===== src/hdl/forth_pkg.sv =====
// ~~~~~~~~~~~~~~~~~~~~~~~~~~~~~~~~~~~~~~~~
// dictionary search shared parameters
// finder state enum, host and result structs
// ~~~~~~~~~~~~~~~~~~~~~~~~~~~~~~~~~~~~~~~~
`default_nettype none

package forth_pkg;

    localparam int ADDR_W    = 12;                  // byte address width
    localparam int MEM_DEPTH = 4096;                // bytes of dictionary space
    localparam int LINK_W    = 16;                  // stored link, two bytes

    localparam logic [LINK_W-1:0] NULL_LINK     = 16'hffff; // end of chain
    localparam logic [7:0]        NAME_LEN_MASK = 8'h1f;    // length bits of count byte

    // one host byte write
    typedef struct packed {
        logic              en;                      // write strobe
        logic [ADDR_W-1:0] addr;                    // byte address
        logic [7:0]        data;                    // byte to store
    } mem_wr_t;

    // search request, sampled with start
    typedef struct packed {
        logic [LINK_W-1:0] latest;                  // newest entry, link format
        logic [ADDR_W-1:0] tib_addr;                // counted search string
    } find_req_t;

    // search outcome, held until next start
    typedef struct packed {
        logic              hit;                     // name found
        logic [ADDR_W-1:0] pfa;                     // byte after name, zero on miss
    } find_result_t;

    // finder FSM, one cycle per state
    typedef enum logic [3:0] {
        IDLE,                                       // wait for start
        LINK_LO,                                    // read link low byte
        LINK_HI,                                    // read link high byte
        NAME_LEN,                                   // read entry count byte
        TIB_LEN,                                    // read string count byte
        LEN_CMP,                                    // compare masked lengths
        NAME_CH,                                    // read name char
        TIB_CH,                                     // read string char
        CH_CMP                                      // compare chars
    } finder_state_t;

endpackage

`default_nettype wire


===== src/hdl/word_finder.sv =====
// ~~~~~~~~~~~~~~~~~~~~~~~~~~~~~~~~~~~~~~~~
// dictionary walk and name compare FSM
// ~~~~~~~~~~~~~~~~~~~~~~~~~~~~~~~~~~~~~~~~
`timescale 1ns/1ps
`default_nettype none

module word_finder (
    input  logic                         clk,
    input  logic                         reset,
    input  logic                         start,     // search strobe
    input  forth_pkg::find_req_t         req,       // valid with start
    output logic [forth_pkg::ADDR_W-1:0] rd_addr,   // RAM read address
    input  logic [7:0]                   rd_data,   // RAM byte one cycle late
    output logic                         busy,      // search in progress
    output logic                         done,      // one cycle at end
    output forth_pkg::find_result_t      result     // hit and pfa
);
    import forth_pkg::*;

    finder_state_t     state;
    finder_state_t     next_state;
    logic [ADDR_W-1:0] entry_addr;                  // link field of current entry
    logic [ADDR_W-1:0] tib_addr;                    // base of counted string
    logic [LINK_W-1:0] link;                        // link of current entry
    logic [7:0]        target_len;                  // masked name length
    logic [7:0]        remaining;                   // chars left to compare
    logic [ADDR_W-1:0] name_ptr;                    // next name char
    logic [ADDR_W-1:0] str_ptr;                     // next string char
    logic [ADDR_W-1:0] pfa;                         // candidate pfa
    logic [ADDR_W-1:0] pfa_calc;                    // first name byte plus length
    logic [7:0]        name_ch;                     // captured name char
    logic [7:0]        cnt_len;                     // masked count of rd_data
    logic              len_eq;
    logic              ch_eq;
    logic              last_link;                   // no older entry
    logic              accept;                      // start taken in IDLE
    logic              finish;                      // search ends this cycle
    logic              match;                       // name found this cycle
    logic              follow;                      // move to older entry

    assign cnt_len   = rd_data & NAME_LEN_MASK;     // flags dropped
    assign len_eq    = (cnt_len == target_len);     // valid in LEN_CMP
    assign ch_eq     = (rd_data == name_ch);        // valid in CH_CMP
    assign last_link = (link == NULL_LINK);
    assign accept    = (state == IDLE) && start;
    assign pfa_calc  = name_ptr + ADDR_W'(target_len);

    // read address from state alone
    always_comb begin
        case (state)
            LINK_HI:  rd_addr = entry_addr + ADDR_W'(1);  // link high byte
            NAME_LEN: rd_addr = entry_addr + ADDR_W'(2);  // count byte
            TIB_LEN:  rd_addr = tib_addr;                 // string count
            TIB_CH:   rd_addr = str_ptr;                  // string char
            LEN_CMP,
            NAME_CH,
            CH_CMP:   rd_addr = name_ptr;                 // name char
            default:  rd_addr = entry_addr;               // link low byte
        endcase
    end

    // next state and end of search
    always_comb begin
        next_state = state;
        match      = 1'b0;
        finish     = 1'b0;
        follow     = 1'b0;
        case (state)
            IDLE: begin
                if (start) next_state = LINK_LO;
            end
            LINK_LO: begin
                if (last_link) finish = 1'b1;       // empty dictionary
                else next_state = LINK_HI;
            end
            LINK_HI:  next_state = NAME_LEN;
            NAME_LEN: next_state = TIB_LEN;
            TIB_LEN:  next_state = LEN_CMP;
            LEN_CMP: begin
                if (len_eq && target_len == 8'd0) begin
                    match = 1'b1;                   // empty names match
                end else if (len_eq) begin
                    next_state = NAME_CH;
                end else if (last_link) begin
                    finish = 1'b1;                  // oldest entry means a miss
                end else begin
                    follow     = 1'b1;
                    next_state = LINK_LO;
                end
            end
            NAME_CH: next_state = TIB_CH;
            TIB_CH:  next_state = CH_CMP;
            CH_CMP: begin
                if (ch_eq && remaining == 8'd1) begin
                    match = 1'b1;                   // last char equal
                end else if (ch_eq) begin
                    next_state = NAME_CH;
                end else if (last_link) begin
                    finish = 1'b1;
                end else begin
                    follow     = 1'b1;
                    next_state = LINK_LO;
                end
            end
            default: next_state = IDLE;
        endcase
        if (match) finish = 1'b1;
        if (finish) next_state = IDLE;
    end

    // control state
    always_ff @(posedge clk) begin
        if (reset) begin
            state  <= IDLE;
            busy   <= 1'b0;
            done   <= 1'b0;
            result <= '0;
        end else begin
            state <= next_state;
            done  <= finish;                        // single pulse
            if (accept) begin
                busy   <= 1'b1;
                result <= '0;                       // miss unless matched
            end else if (finish) begin
                busy <= 1'b0;                       // falls with done
            end
            if (match) begin
                result.hit <= 1'b1;
                result.pfa <= (state == LEN_CMP) ? pfa_calc : pfa;
            end
        end
    end

    // walk registers
    always_ff @(posedge clk) begin
        case (state)
            IDLE: begin
                if (start) begin
                    entry_addr <= req.latest[ADDR_W-1:0];
                    link       <= req.latest;       // checked in LINK_LO
                    tib_addr   <= req.tib_addr;
                end
            end
            LINK_HI:  link[7:0] <= rd_data;         // low link byte arrives
            NAME_LEN: begin
                link[LINK_W-1:8] <= rd_data;        // high link byte
                name_ptr         <= entry_addr + ADDR_W'(3);
            end
            TIB_LEN: begin
                target_len <= cnt_len;              // entry count byte
                str_ptr    <= tib_addr + ADDR_W'(1);
            end
            LEN_CMP: begin
                remaining <= target_len;
                pfa       <= pfa_calc;
            end
            TIB_CH: name_ch <= rd_data;             // name char arrives
            CH_CMP: begin
                if (ch_eq) begin
                    remaining <= remaining - 8'd1;
                    name_ptr  <= name_ptr + ADDR_W'(1);
                    str_ptr   <= str_ptr + ADDR_W'(1);
                end
            end
            default: ;
        endcase
        if (follow) begin
            entry_addr <= link[ADDR_W-1:0];         // truncated link
        end
    end

endmodule

`default_nettype wire


===== config.mk =====
export PLATFORM = sky130hd
export DESIGN_NAME = word_finder
export DESIGN_NICKNAME = d
export VERILOG_FILES = /design/src/hdl/forth_pkg.sv /design/src/hdl/word_finder.sv
export SDC_FILE = /design/constraint.sdc
export NUM_CORES = 1
export LEC_CHECK = 0
export ABC_AREA = 1
export BUFFER_PORTS_ARGS = -buffer_cell sky130_fd_sc_hd__buf_2
export CAP_MARGIN = 20
export CORE_MARGIN = 2
export CORE_UTILIZATION = 40
export CTS_CLUSTER_SIZE = 12
export DETAILED_ROUTE_END_ITERATION = 6
export PLACE_DENSITY = 0.61
export SYNTH_ARGS = -nofsm -noshare
export SYNTH_HDL_FRONTEND = slang
export SYNTH_SLANG_ARGS = --single-unit

===== constraint.sdc =====
create_clock -name clk -period 1.8 [get_ports clk]
set_input_delay 0.18 -clock clk [delete_from_list [all_inputs] [get_ports clk]]
set_output_delay 0.18 -clock clk [all_outputs]
set_load 0.05 [all_outputs]

==> impl_metrics.tcl, run 1 <==
set metrics [dict create \
    root_buffer "clkbuf_16" \
    internal_power_mw 6.01 \
    layout_commonest_cell "nand2_1" \
    peakVddDrop_mv 0.688 \
    pwr_density_cell_nw_per_um2 808 \
    endpoint_kind "output pin" \
    setup_viol 40 \
    setup_slack_ns -0.462 \
    r2r_cells 12 \
    h-tree-depth 4 \
    cts.sinks 116 \
    first_iter_violations 589 \
    cts_max_path_buffers 2 \
    clockPowerShare_pct 41.1 \
    synth.distinct_cells 44 \
    syn_avg_cell_area_sq_um 7.89 \
    antenna_found_initial 0 \
    multiInputGateArea_sq_um 3840 \
    slew-limit-headroom_pct 70.5 \
    start_kind "flip-flop" \
    combPwrFrac_pct 20.8 \
    hold_path_depth 1 \
    synth_edf_count 85 \
    synth-async-reset-ratio_pct 0 \
    cts_tree "done" \
    synth_warnings 0 \
    diodes 0 \
    finalCritPeriodShare_pct 126 \
    cts_buffers 17 \
    clock_latency_ns 0.43 \
    syn2layout_area_growth_pct 55.5 \
    clk_pin_slew_ns 0.06 \
    start_util_pct 40.6 \
    leakagePower_nw 4.56 \
    grt_setup_unrepaired "true" \
    critPathArrivalTime_ns 2.08 \
    netlist.area_leader.share_pct 38.2 \
    clock_skew_ns 0.00849 \
    swShare_pct 28.5 \
    grt_max_degree 19 \
    nets 1157 \
    yosysSeqAreaShare_pct 47.4 \
    track_usage_pct 24.6 \
    firstDrtPassIters 5 \
    dp_hpwl_um 15800 \
    routed_wl_um 22300 \
    most-common-layout-cells "nand2_1 (222), buf_4 (148), edfxtp_1 (85), inv_1 (78), buf_2 (53)" \
    grt_pass1_wl_um 33700 \
    postLayoutCoreUtil_pct 63.2 \
    synth_ff_type "edfxtp_1" \
    globalRouteOverflowTotal 0 \
    drc 0 \
    coreArea_sq_um 16500 \
    crit_slowest_cell "a221oi_2" \
    num_vias 6844 \
    die_h_um 133 \
    outcome "finished with violations" \
    hold_slack_ns 0.0166 \
    crit_fanout 10 \
    cp.required_ns 1.62 \
    synth.area.top_cells "edfxtp_1 (38%), nand2_1 (15%), dfxtp_1 (9.3%), inv_1 (5.3%), o21ai_0 (4.7%)" \
    power_frac_seq_pct 38.2 \
    fmax_ghz 0.442 \
    grt_pass1_vias 6492 \
    cpPeakStageDelay_ns 0.37 \
    place.gp.congestion 0.953 \
    synth_cells 848 \
    drv_cap 0 \
    finalHoldViolCount 0 \
    rrSetupSlack_ns -0.19 \
    wl_per_cell_um 16.7 \
    ios 66 \
    num_rows 47 \
    routed_via_density 5.12 \
    netlist_area_sq_um 6690 \
    place_ws_ns -0.184 \
    syn-num-nets 901 \
    port-buffer-count 65 \
    tns_ns -6.44 \
    regArea_sq_um 3180 \
    crit_path_cell_trace "inv_2 -> nand2_4 -> inv_4 -> nand2_1 -> nand2_8 -> a221oi_2 -> nand3_2 -> buf_4" \
    ys_ff_latch 116 \
    yosys.area.top_type "edfxtp_1" \
    violations "setup timing" \
    drive_above_1_share_pct 41.3 \
    die_width_um 133 \
    ant_nets 0 \
    p_switching_mw 2.39 \
    nFillCells 1406 \
    report.final.slew_viol_count 0 \
    die_area_sq_um 17800 \
    tightest_slew_ns 0.443 \
    fin_crit_ns 2.26 \
    holdCritPathClass "primary input to flip-flop" \
    worstSetupPathType "flip-flop to output pin" \
]
-- cell type report --
cell class | count | area share (%)
well taps | 220 | 2.65
repair buffers | 260 | 20.4
flip-flops and latches | 116 | 30.6
inverters | 100 | 3.80
clock buffers | 18 | 4.13
clock inverters | 14 | 1.54
multi-input cells | 609 | 36.9
-- timing repair --
action,in CTS,in global routing
gates resized for setup,127,144
pin swaps,36,61
hold buffers,15,0
setup endpoints to repair,109,134
gates cloned,1,2
endpoints found under the hold margin,15,0
setup buffers,17,23
-- worst max-delay path: cells and delay by family, from the launching register on --
kind | cells | cell delay (ns)
AOI/OAI and AO/OA | 1 | 0.37
buffers and inverters | 3 | 0.36
DFF | 1 | 0.36
and+or+nand+nor | 4 | 0.56
-- flip-flops by register name, summed over array words and instances (netlist names) --
| register | count |
|---|---|
| busy | 1 |
| done | 1 |
| entry_addr | 12 |
| link | 16 |
| name_ch | 8 |
| name_ptr | 12 |
| pfa | 12 |
| remaining | 8 |
| result | 13 |
| state | 4 |
| str_ptr | 12 |
| target_len | 5 |
| tib_addr | 12 |
-- cells in the mapped netlist (all sizes together), types with 10 or more instances --
| cell type | instances |
|---|---|
| inv | 100 |
| nand2 | 273 |
| xnor2 | 16 |
| a21oi | 41 |
| nor3 | 14 |
| edfxtp | 85 |
| nor2 | 68 |
| ha | 13 |
| nand4 | 11 |
| nand3 | 48 |
| xor2 | 11 |
| o21ai | 70 |
| clkbuf | 10 |
| dfxtp | 31 |
| buf | 14 |
-- cell families after synthesis --
family	count (synthesis)	synth area share [%]
AO/OA/AOI/OAI	144	12.2
AND/OR/NAND/NOR	423	26.4
flip-flops	116	47.4
XOR/XNOR	27	3.54
adder cells (fa/ha/maj)	14	2.73
buffers and inverters	124	7.69
-- final timing paths --
check,from,endpoint
worst max-delay path,state[3]$_SDFFE_PP0P_,rd_addr[8]
worst min-delay path,rd_data[1],name_ch[1]$_DFFE_PN_
worst max register to register,state[3]$_SDFFE_PP0P_,str_ptr[8]$_DFFE_PP_
worst min register to register,pfa[8]$_DFF_P_,pfa[8]$_DFF_P_
-- per-layer routing --
| metal | track usage (%) | vias to the layer above | share of wire (%) |
|---|---|---|---|
| met1 | 31.8 | 3216 | 43 |
| met3 | 4.57 | 53 | 5.4 |
| met4 | 9.81 | 0 | 3.0 |
| met2 | 41.0 | 226 | 48 |
| met5 | 0 | - | 0 |
| li1 | - | 3349 | - |
-- stage by stage --
step	power, mW	cell area (sq um)	std cells
2_1_floorplan	4.04	6820	848
3_3_place_gp	4.62	8390	1249
3_5_place_dp	4.63	8390	1249
4_1_cts	8.26	9720	1314
5_1_grt	8.70	10400	1337
6_report	8.40	10400	1337
-- power by group through the flow --
stage / registers (mW) / clock network [mW] / logic, mW
after detailed placement: 3.25 / 0 / 1.37
after CTS: 3.20 / 3.47 / 1.59
final: 3.21 / 3.45 / 1.75
after global routing: 3.22 / 3.60 / 1.88
after floorplan: 3.23 / 0 / 0.806
after global placement: 3.25 / 0 / 1.37
Note: power is estimated with default switching activity, not from simulation.
==> inputs of run 2 (changes only) <==
Settings changed: PLACE_DENSITY 0.61 to 0.59, SLEW_MARGIN set to 40.
Clock period 1.8 ns to 2.4 ns, I/O delays scaled along.
==> run 2 against run 1 <==
The run now ends clean; clock power fell by 31%; die area did not move; register-to-register slack improved by 0.45 ns; wire length fell by 12%; highest routed layer unchanged; final area fell by 18%; setup slack improved by 0.53 ns.
==> impl_metrics.tcl, run 2 (synthesized netlist as in run 1, its figures left out) <==
set metrics [dict create \
    outcome "finished clean" \
    root_buffer "clkbuf_16" \
    drive_above_1_share_pct 22.1 \
    cp.required_ns 2.16 \
    hold_path_depth 1 \
    ios 66 \
    largestRegisters "link (16), result (13)" \
    rrSetupSlack_ns 0.26 \
    routed_via_density 5.16 \
    pwr_density_cell_nw_per_um2 678 \
    die_width_um 133 \
    h-tree-depth 4 \
    clk_pin_slew_ns 0.06 \
    crit_fanout 6 \
    finalHoldViolCount 0 \
    layout_commonest_cell "nand2_1" \
    endpoint_kind "output pin" \
    antenna_found_initial 0 \
    worstSetupPathType "flip-flop to output pin" \
    ant_nets 0 \
    cts_max_path_buffers 2 \
    start_util_pct 40.6 \
    globalRouteOverflowTotal 0 \
    most-common-layout-cells "nand2_1 (262), inv_1 (85), edfxtp_1 (85), o21ai_0 (56), buf_4 (55)" \
    tightest_slew_ns 0.543 \
    grt_max_degree 25 \
    first_iter_violations 480 \
    nets 1024 \
    cts.sinks 116 \
    reg2reg_to "result[10]$_SDFFE_PP0P_" \
    crit_path_cell_trace "ha_4 -> nand2_4 -> nor2_4 -> nand3_2 -> o211ai_1 -> o2111ai_2 -> buf_6" \
    cts_buffers 17 \
    largest_reg_flops 16 \
    leakagePower_nw 3.73 \
    die_area_sq_um 17800 \
    postLayoutCoreUtil_pct 51.6 \
    path_delay_family "flip-flops" \
    syn2layout_area_growth_pct 27.1 \
    drc 0 \
    regMostFlops "link" \
    slew-limit-headroom_pct 63.8 \
    fin_crit_ns 2.33 \
    firstDrtPassIters 5 \
    critPathArrivalTime_ns 2.09 \
    place.gp.congestion 0.956 \
    track_usage_pct 22.7 \
    wl_per_cell_um 16.3 \
    num_rows 47 \
    num_vias 6213 \
    coreArea_sq_um 16500 \
    diodes 0 \
    finalCritPeriodShare_pct 97.2 \
    peakVddDrop_mv 0.493 \
    crit_buf_inv 1 \
    clock_latency_ns 0.42 \
    clock_skew_ns 0.00812 \
    grt_pass1_wl_um 31000 \
    report.final.slew_viol_count 0 \
    holdCritPathClass "primary input to flip-flop" \
    hold_end "name_ch[7]$_DFFE_PN_" \
    hold_start "rd_data[7]" \
    r2r-start "name_ptr[0]$_DFFE_PP_" \
    power_mw 5.76 \
    port-buffer-count 65 \
    start_kind "flip-flop" \
    routed_wl_um 19600 \
    r2r_cells 12 \
    cpPeakStageDelay_ns 0.51 \
    die_h_um 133 \
    setup_viol 0 \
    fmax_ghz 0.429 \
    cts_tree "done" \
    dp_hpwl_um 14700 \
    grt_setup_unrepaired "true" \
    crit_slowest_cell "edfxtp_1" \
    grt_pass1_vias 5846 \
    drv_cap 0 \
]
## run 2: routing by layer
layer / part of all wire, % / track usage [%] / wire, um
met1: 46 / 31.6 / 9050
met2: 46 / 34.7 / 8940
met3: 5.8 / 4.79 / 1130
met4: 2.5 / 8.69 / 500
met5: 0 / 0 / 0
## run 2: worst register-to-register path: cells and delay by family (launching register included)
family,cells,cell delay [ns]
flops,1,0.51
fa+ha+maj,2,0.63
buf+inv,2,0.15
compound gates,1,0.13
simple gates,7,0.66
## run 2: area by class of cell
| type | count | area (sq um) |
|---|---|---|
| Fill cell | 1625 | 7970 |
| Multi-Input combinational cell | 608 | 3210 |
| Timing Repair Buffer | 128 | 892 |
| Clock buffer | 24 | 514 |
| Tap cell | 220 | 275 |
| Inverter | 100 | 383 |
| Sequential cell | 116 | 3180 |
| Clock inverter | 8 | 45.0 |
## run 2: where the power goes
part	total (mW)	switching [mW]	internal (mW)
Sequential	2.42	0.0955	2.32
Combinational	0.965	0.620	0.345
Clock	2.38	0.895	1.49
## run 2: how the worst max path moves through the flow
stage	startpoint	to	cells past startpoint
after floorplan	state[0]$_SDFFE_PP0P_	rd_addr[1]	5
after global placement	entry_addr[5]$_DFFE_PP_	rd_addr[10]	9
after detailed placement	entry_addr[2]$_DFFE_PP_	rd_addr[11]	8
after CTS	state[2]$_SDFFE_PP0P_	rd_addr[3]	8
after global routing	entry_addr[2]$_DFFE_PP_	rd_addr[11]	7
final	entry_addr[1]$_DFFE_PP_	rd_addr[11]	7
## run 2: metrics by stage
stage	setup slack [ns]	hold slack (ns)	cells	instance area (sq um)	TNS [ns]
2_1_floorplan	0.176	0.309	848	6690	0
3_3_place_gp	0.179	0.416	1139	7380	0
3_5_place_dp	0.203	0.418	1139	7380	0
4_1_cts	0.00762	0.0143	1195	8210	0
5_1_grt	-0.0401	0.0223	1204	8500	-0.133
6_report	0.0681	0.0249	1204	8500	0
## run 2: what timing repair did
action                                 in CTS  in global routing
gates resized for setup                    20                 71
setup buffers                              12                  9
setup endpoints to repair                  12                 12
endpoints found under the hold margin      12                  0
pin swaps                                   0                 15
cloned                                      0                  0
hold buffers                               12                  0
==> inputs of run 3 (changes only) <==
Settings changed: ABC_AREA 1 to not set.
==> run 3 against run 2 <==
Cell count down 16%; via count down 11%; power grew 5.7%; hold slack gained 0.056 ns; utilization is 0.79 points higher; final area down 1.7%; sequential share of layout area is 0.70 points higher; clock skew grew 0.00063 ns; sequential cell count did not move; sequential power grew 6%; first-iteration DRC count fell by 7.5%; critical path type unchanged.
==> impl_metrics.tcl, run 3 <==
set metrics [dict create \
    synth_edf_count 85 \
    track_usage_pct 20.4 \
    globalRouteOverflowTotal 0 \
    hold_path_depth 1 \
    routed_via_density 5.43 \
    cts_tree "done" \
    fin_crit_ns 2.35 \
    grt_pass1_wl_um 27900 \
    syn_avg_cell_area_sq_um 9.89 \
    most-common-layout-cells "nand2_1 (100), edfxtp_1 (85), buf_4 (63), buf_2 (57)" \
    num_rows 46 \
    synth_cells 664 \
    die_h_um 132 \
    power_mw 6.09 \
    synthTopCellsByCount "nand2_1 (102), edfxtp_1 (85), nor2_1 (51)" \
    largestRegisters "link (16), result (13)" \
    use_met1_pct 26.6 \
    slew-limit-headroom_pct 61.9 \
    cts.sinks 116 \
    reg2reg_to "result[10]$_SDFFE_PP0P_" \
    wl_per_cell_um 17.0 \
    antenna_found_initial 0 \
    first_iter_violations 444 \
    clock_latency_ns 0.42 \
    peakVddDrop_mv 0.505 \
    ios 66 \
    rrSetupSlack_ns 0.07 \
    tns_ns 0 \
    nFillCells 1456 \
    nets 840 \
    cp_common_cell "buf_4" \
    report.final.slew_viol_count 0 \
    syn-num-nets 717 \
    drv_cap 0 \
    synth-async-reset-ratio_pct 0 \
    port-buffer-count 65 \
    start_util_pct 41.2 \
    gr-usage-met3_pct 4.77 \
    final_cells 1016 \
    firstDrtPassIters 5 \
    hold_end "name_ch[7]$_DFFE_PN_" \
    synth_warnings 0 \
    busiest_layer "met2" \
    h-tree-depth 4 \
    synth_ff_type "edfxtp_1" \
    layout_commonest_cell "nand2_1" \
    synth.area.top_cells "edfxtp_1 (39%), dfxtp_1 (9.5%), xnor2_1 (6.1%), nand2_1 (5.8%), mux2_2 (3.6%)" \
    drc 0 \
    root_buffer "clkbuf_16" \
    dp_hpwl_um 13000 \
    cp.required_ns 2.16 \
    yosysSeqAreaShare_pct 48.3 \
    largest_reg_flops 16 \
    r2r-start "target_len[0]$_DFFE_PP_" \
    cts_max_path_buffers 2 \
    grt_util_met2_pct 32.5 \
    start_kind "flip-flop" \
    crit_path_cell_trace "buf_6 -> nand2_1 -> nor2_1 -> buf_4 -> a222oi_1 -> a31oi_2 -> buf_4" \
    ys_ff_latch 116 \
    hold_slack_ns 0.0805 \
    clock_skew_ns 0.00875 \
    tightest_slew_ns 0.565 \
    place.gp.congestion 0.948 \
    netlist_area_sq_um 6570 \
    die_area_sq_um 17500 \
    hold_start "rd_data[7]" \
    grt_setup_unrepaired "true" \
    syn2layout_area_growth_pct 27.3 \
    crit_slowest_cell "dfxtp_4" \
    cts_buffers 17 \
    crit_buf_inv 3 \
    coreArea_sq_um 15900 \
    regMostFlops "link" \
    yosys.area.top_type "edfxtp_1" \
    pwr_density_cell_nw_per_um2 729 \
    clk_pin_slew_ns 0.05 \
    postLayoutCoreUtil_pct 52.4 \
    leakagePower_nw 3.05 \
    netlist.area_leader.share_pct 38.9 \
    grt_max_degree 27 \
    r2r_cells 9 \
    fmax_ghz 0.426 \
    grt_pass1_vias 5461 \
    num_vias 5514 \
    die_width_um 132 \
    outcome "finished clean" \
    dp.cells 956 \
    critPathArrivalTime_ns 2.11 \
    holdCritPathClass "primary input to flip-flop" \
    crit_fanout 12 \
    worstSetupPathType "flip-flop to output pin" \
    yosysMostFrequentCell "nand2_1" \
    drive_above_1_share_pct 28.0 \
    diodes 0 \
    setup_viol 0 \
    path_delay_family "buffers and inverters" \
    ant_nets 0 \
    cpPeakStageDelay_ns 0.39 \
    synth.distinct_cells 67 \
    endpoint_kind "output pin" \
    finalHoldViolCount 0 \
    routed_wl_um 17300 \
    finalCritPeriodShare_pct 97.9 \
]
## run 3: changes by cell type in the layout (fill, tap and decap cells not counted), sizes merged, moves of 5 or more
| cell | before | now |
|---|---|---|
| nand2 | 273 | 102 |
| inv | 99 | 16 |
| o21ai | 70 | 39 |
| xnor2 | 16 | 46 |
| mux2 | 0 | 21 |
| nor2 | 68 | 52 |
| buf | 116 | 128 |
| a222oi | 0 | 10 |
| mux2i | 0 | 7 |
| o22ai | 6 | 0 |
| xor2 | 11 | 17 |
| o21a | 0 | 5 |
## run 3: what timing repair did
action                                  4_1_cts  5_1_grt
pin swaps                                     5       10
endpoints found under the hold margin        12        0
endpoints found under the setup margin       12       14
buffers inserted                             11        5
resized for setup                            18       32
hold buffers                                 12        0
## run 3: kinds of logic after synthesis
| kind of cell | Yosys count | share of synthesized area, % |
|---|---|---|
| simple gates | 261 | 19.2 |
| fa+ha+maj | 14 | 2.78 |
| flops | 116 | 48.3 |
| mux | 28 | 4.67 |
| xor+xnor | 63 | 8.40 |
| compound gates | 130 | 13.2 |
| buf+inv | 52 | 3.45 |
## run 3: how the worst max path moves through the flow
| stage | to | from | cells past startpoint |
|---|---|---|---|
| after floorplan | str_ptr[6]$_DFFE_PP_ | state[1]$_SDFFE_PP0P_ | 14 |
| after global placement | result[10]$_SDFFE_PP0P_ | target_len[0]$_DFFE_PP_ | 9 |
| after detailed placement | result[10]$_SDFFE_PP0P_ | name_ptr[0]$_DFFE_PP_ | 9 |
| after CTS | rd_addr[9] | entry_addr[1]$_DFFE_PP_ | 6 |
| after global routing | result[10]$_SDFFE_PP0P_ | name_ptr[0]$_DFFE_PP_ | 9 |
| final | rd_addr[1] | state[1]$_SDFFE_PP0P_ | 7 |
## run 3: layer usage
metal  share of wire, %  vias to the layer above  routed length (um)
li1                   -                     2679                   -
met1                 45                     2614                7810
met2                 47                      182                8040
met3                5.7                       39                 988
met4                2.6                        0                 450
met5                  0                        -                   0
## run 3: metrics by stage
step                      instance area, sq um  setup slack (ns)
after CTS                                 8200           0.00272
after floorplan                           6630            0.0320
final                                     8350            0.0510
after global routing                      8350           -0.0575
after detailed placement                  7400            0.0734
after global placement                    7400             0.160
## run 3: final cells by class
type / instances / area [sq um] / share of cell area, %
Clock inverter: 12 / 114 / 1.36
Inverter: 16 / 60.1 / 0.719
Sequential cell: 116 / 3180 / 38.1
Clock buffer: 20 / 437 / 5.23
Tap cell: 216 / 270 / 3.23
Timing Repair Buffer: 140 / 981 / 11.7
Multi-Input combinational cell: 496 / 3310 / 39.6
## run 3: report_power, final
part           switching (mW)  internal [mW]
logic                   0.693          0.464
clock network           0.877           1.50
registers               0.148           2.41
total                    1.72           4.37
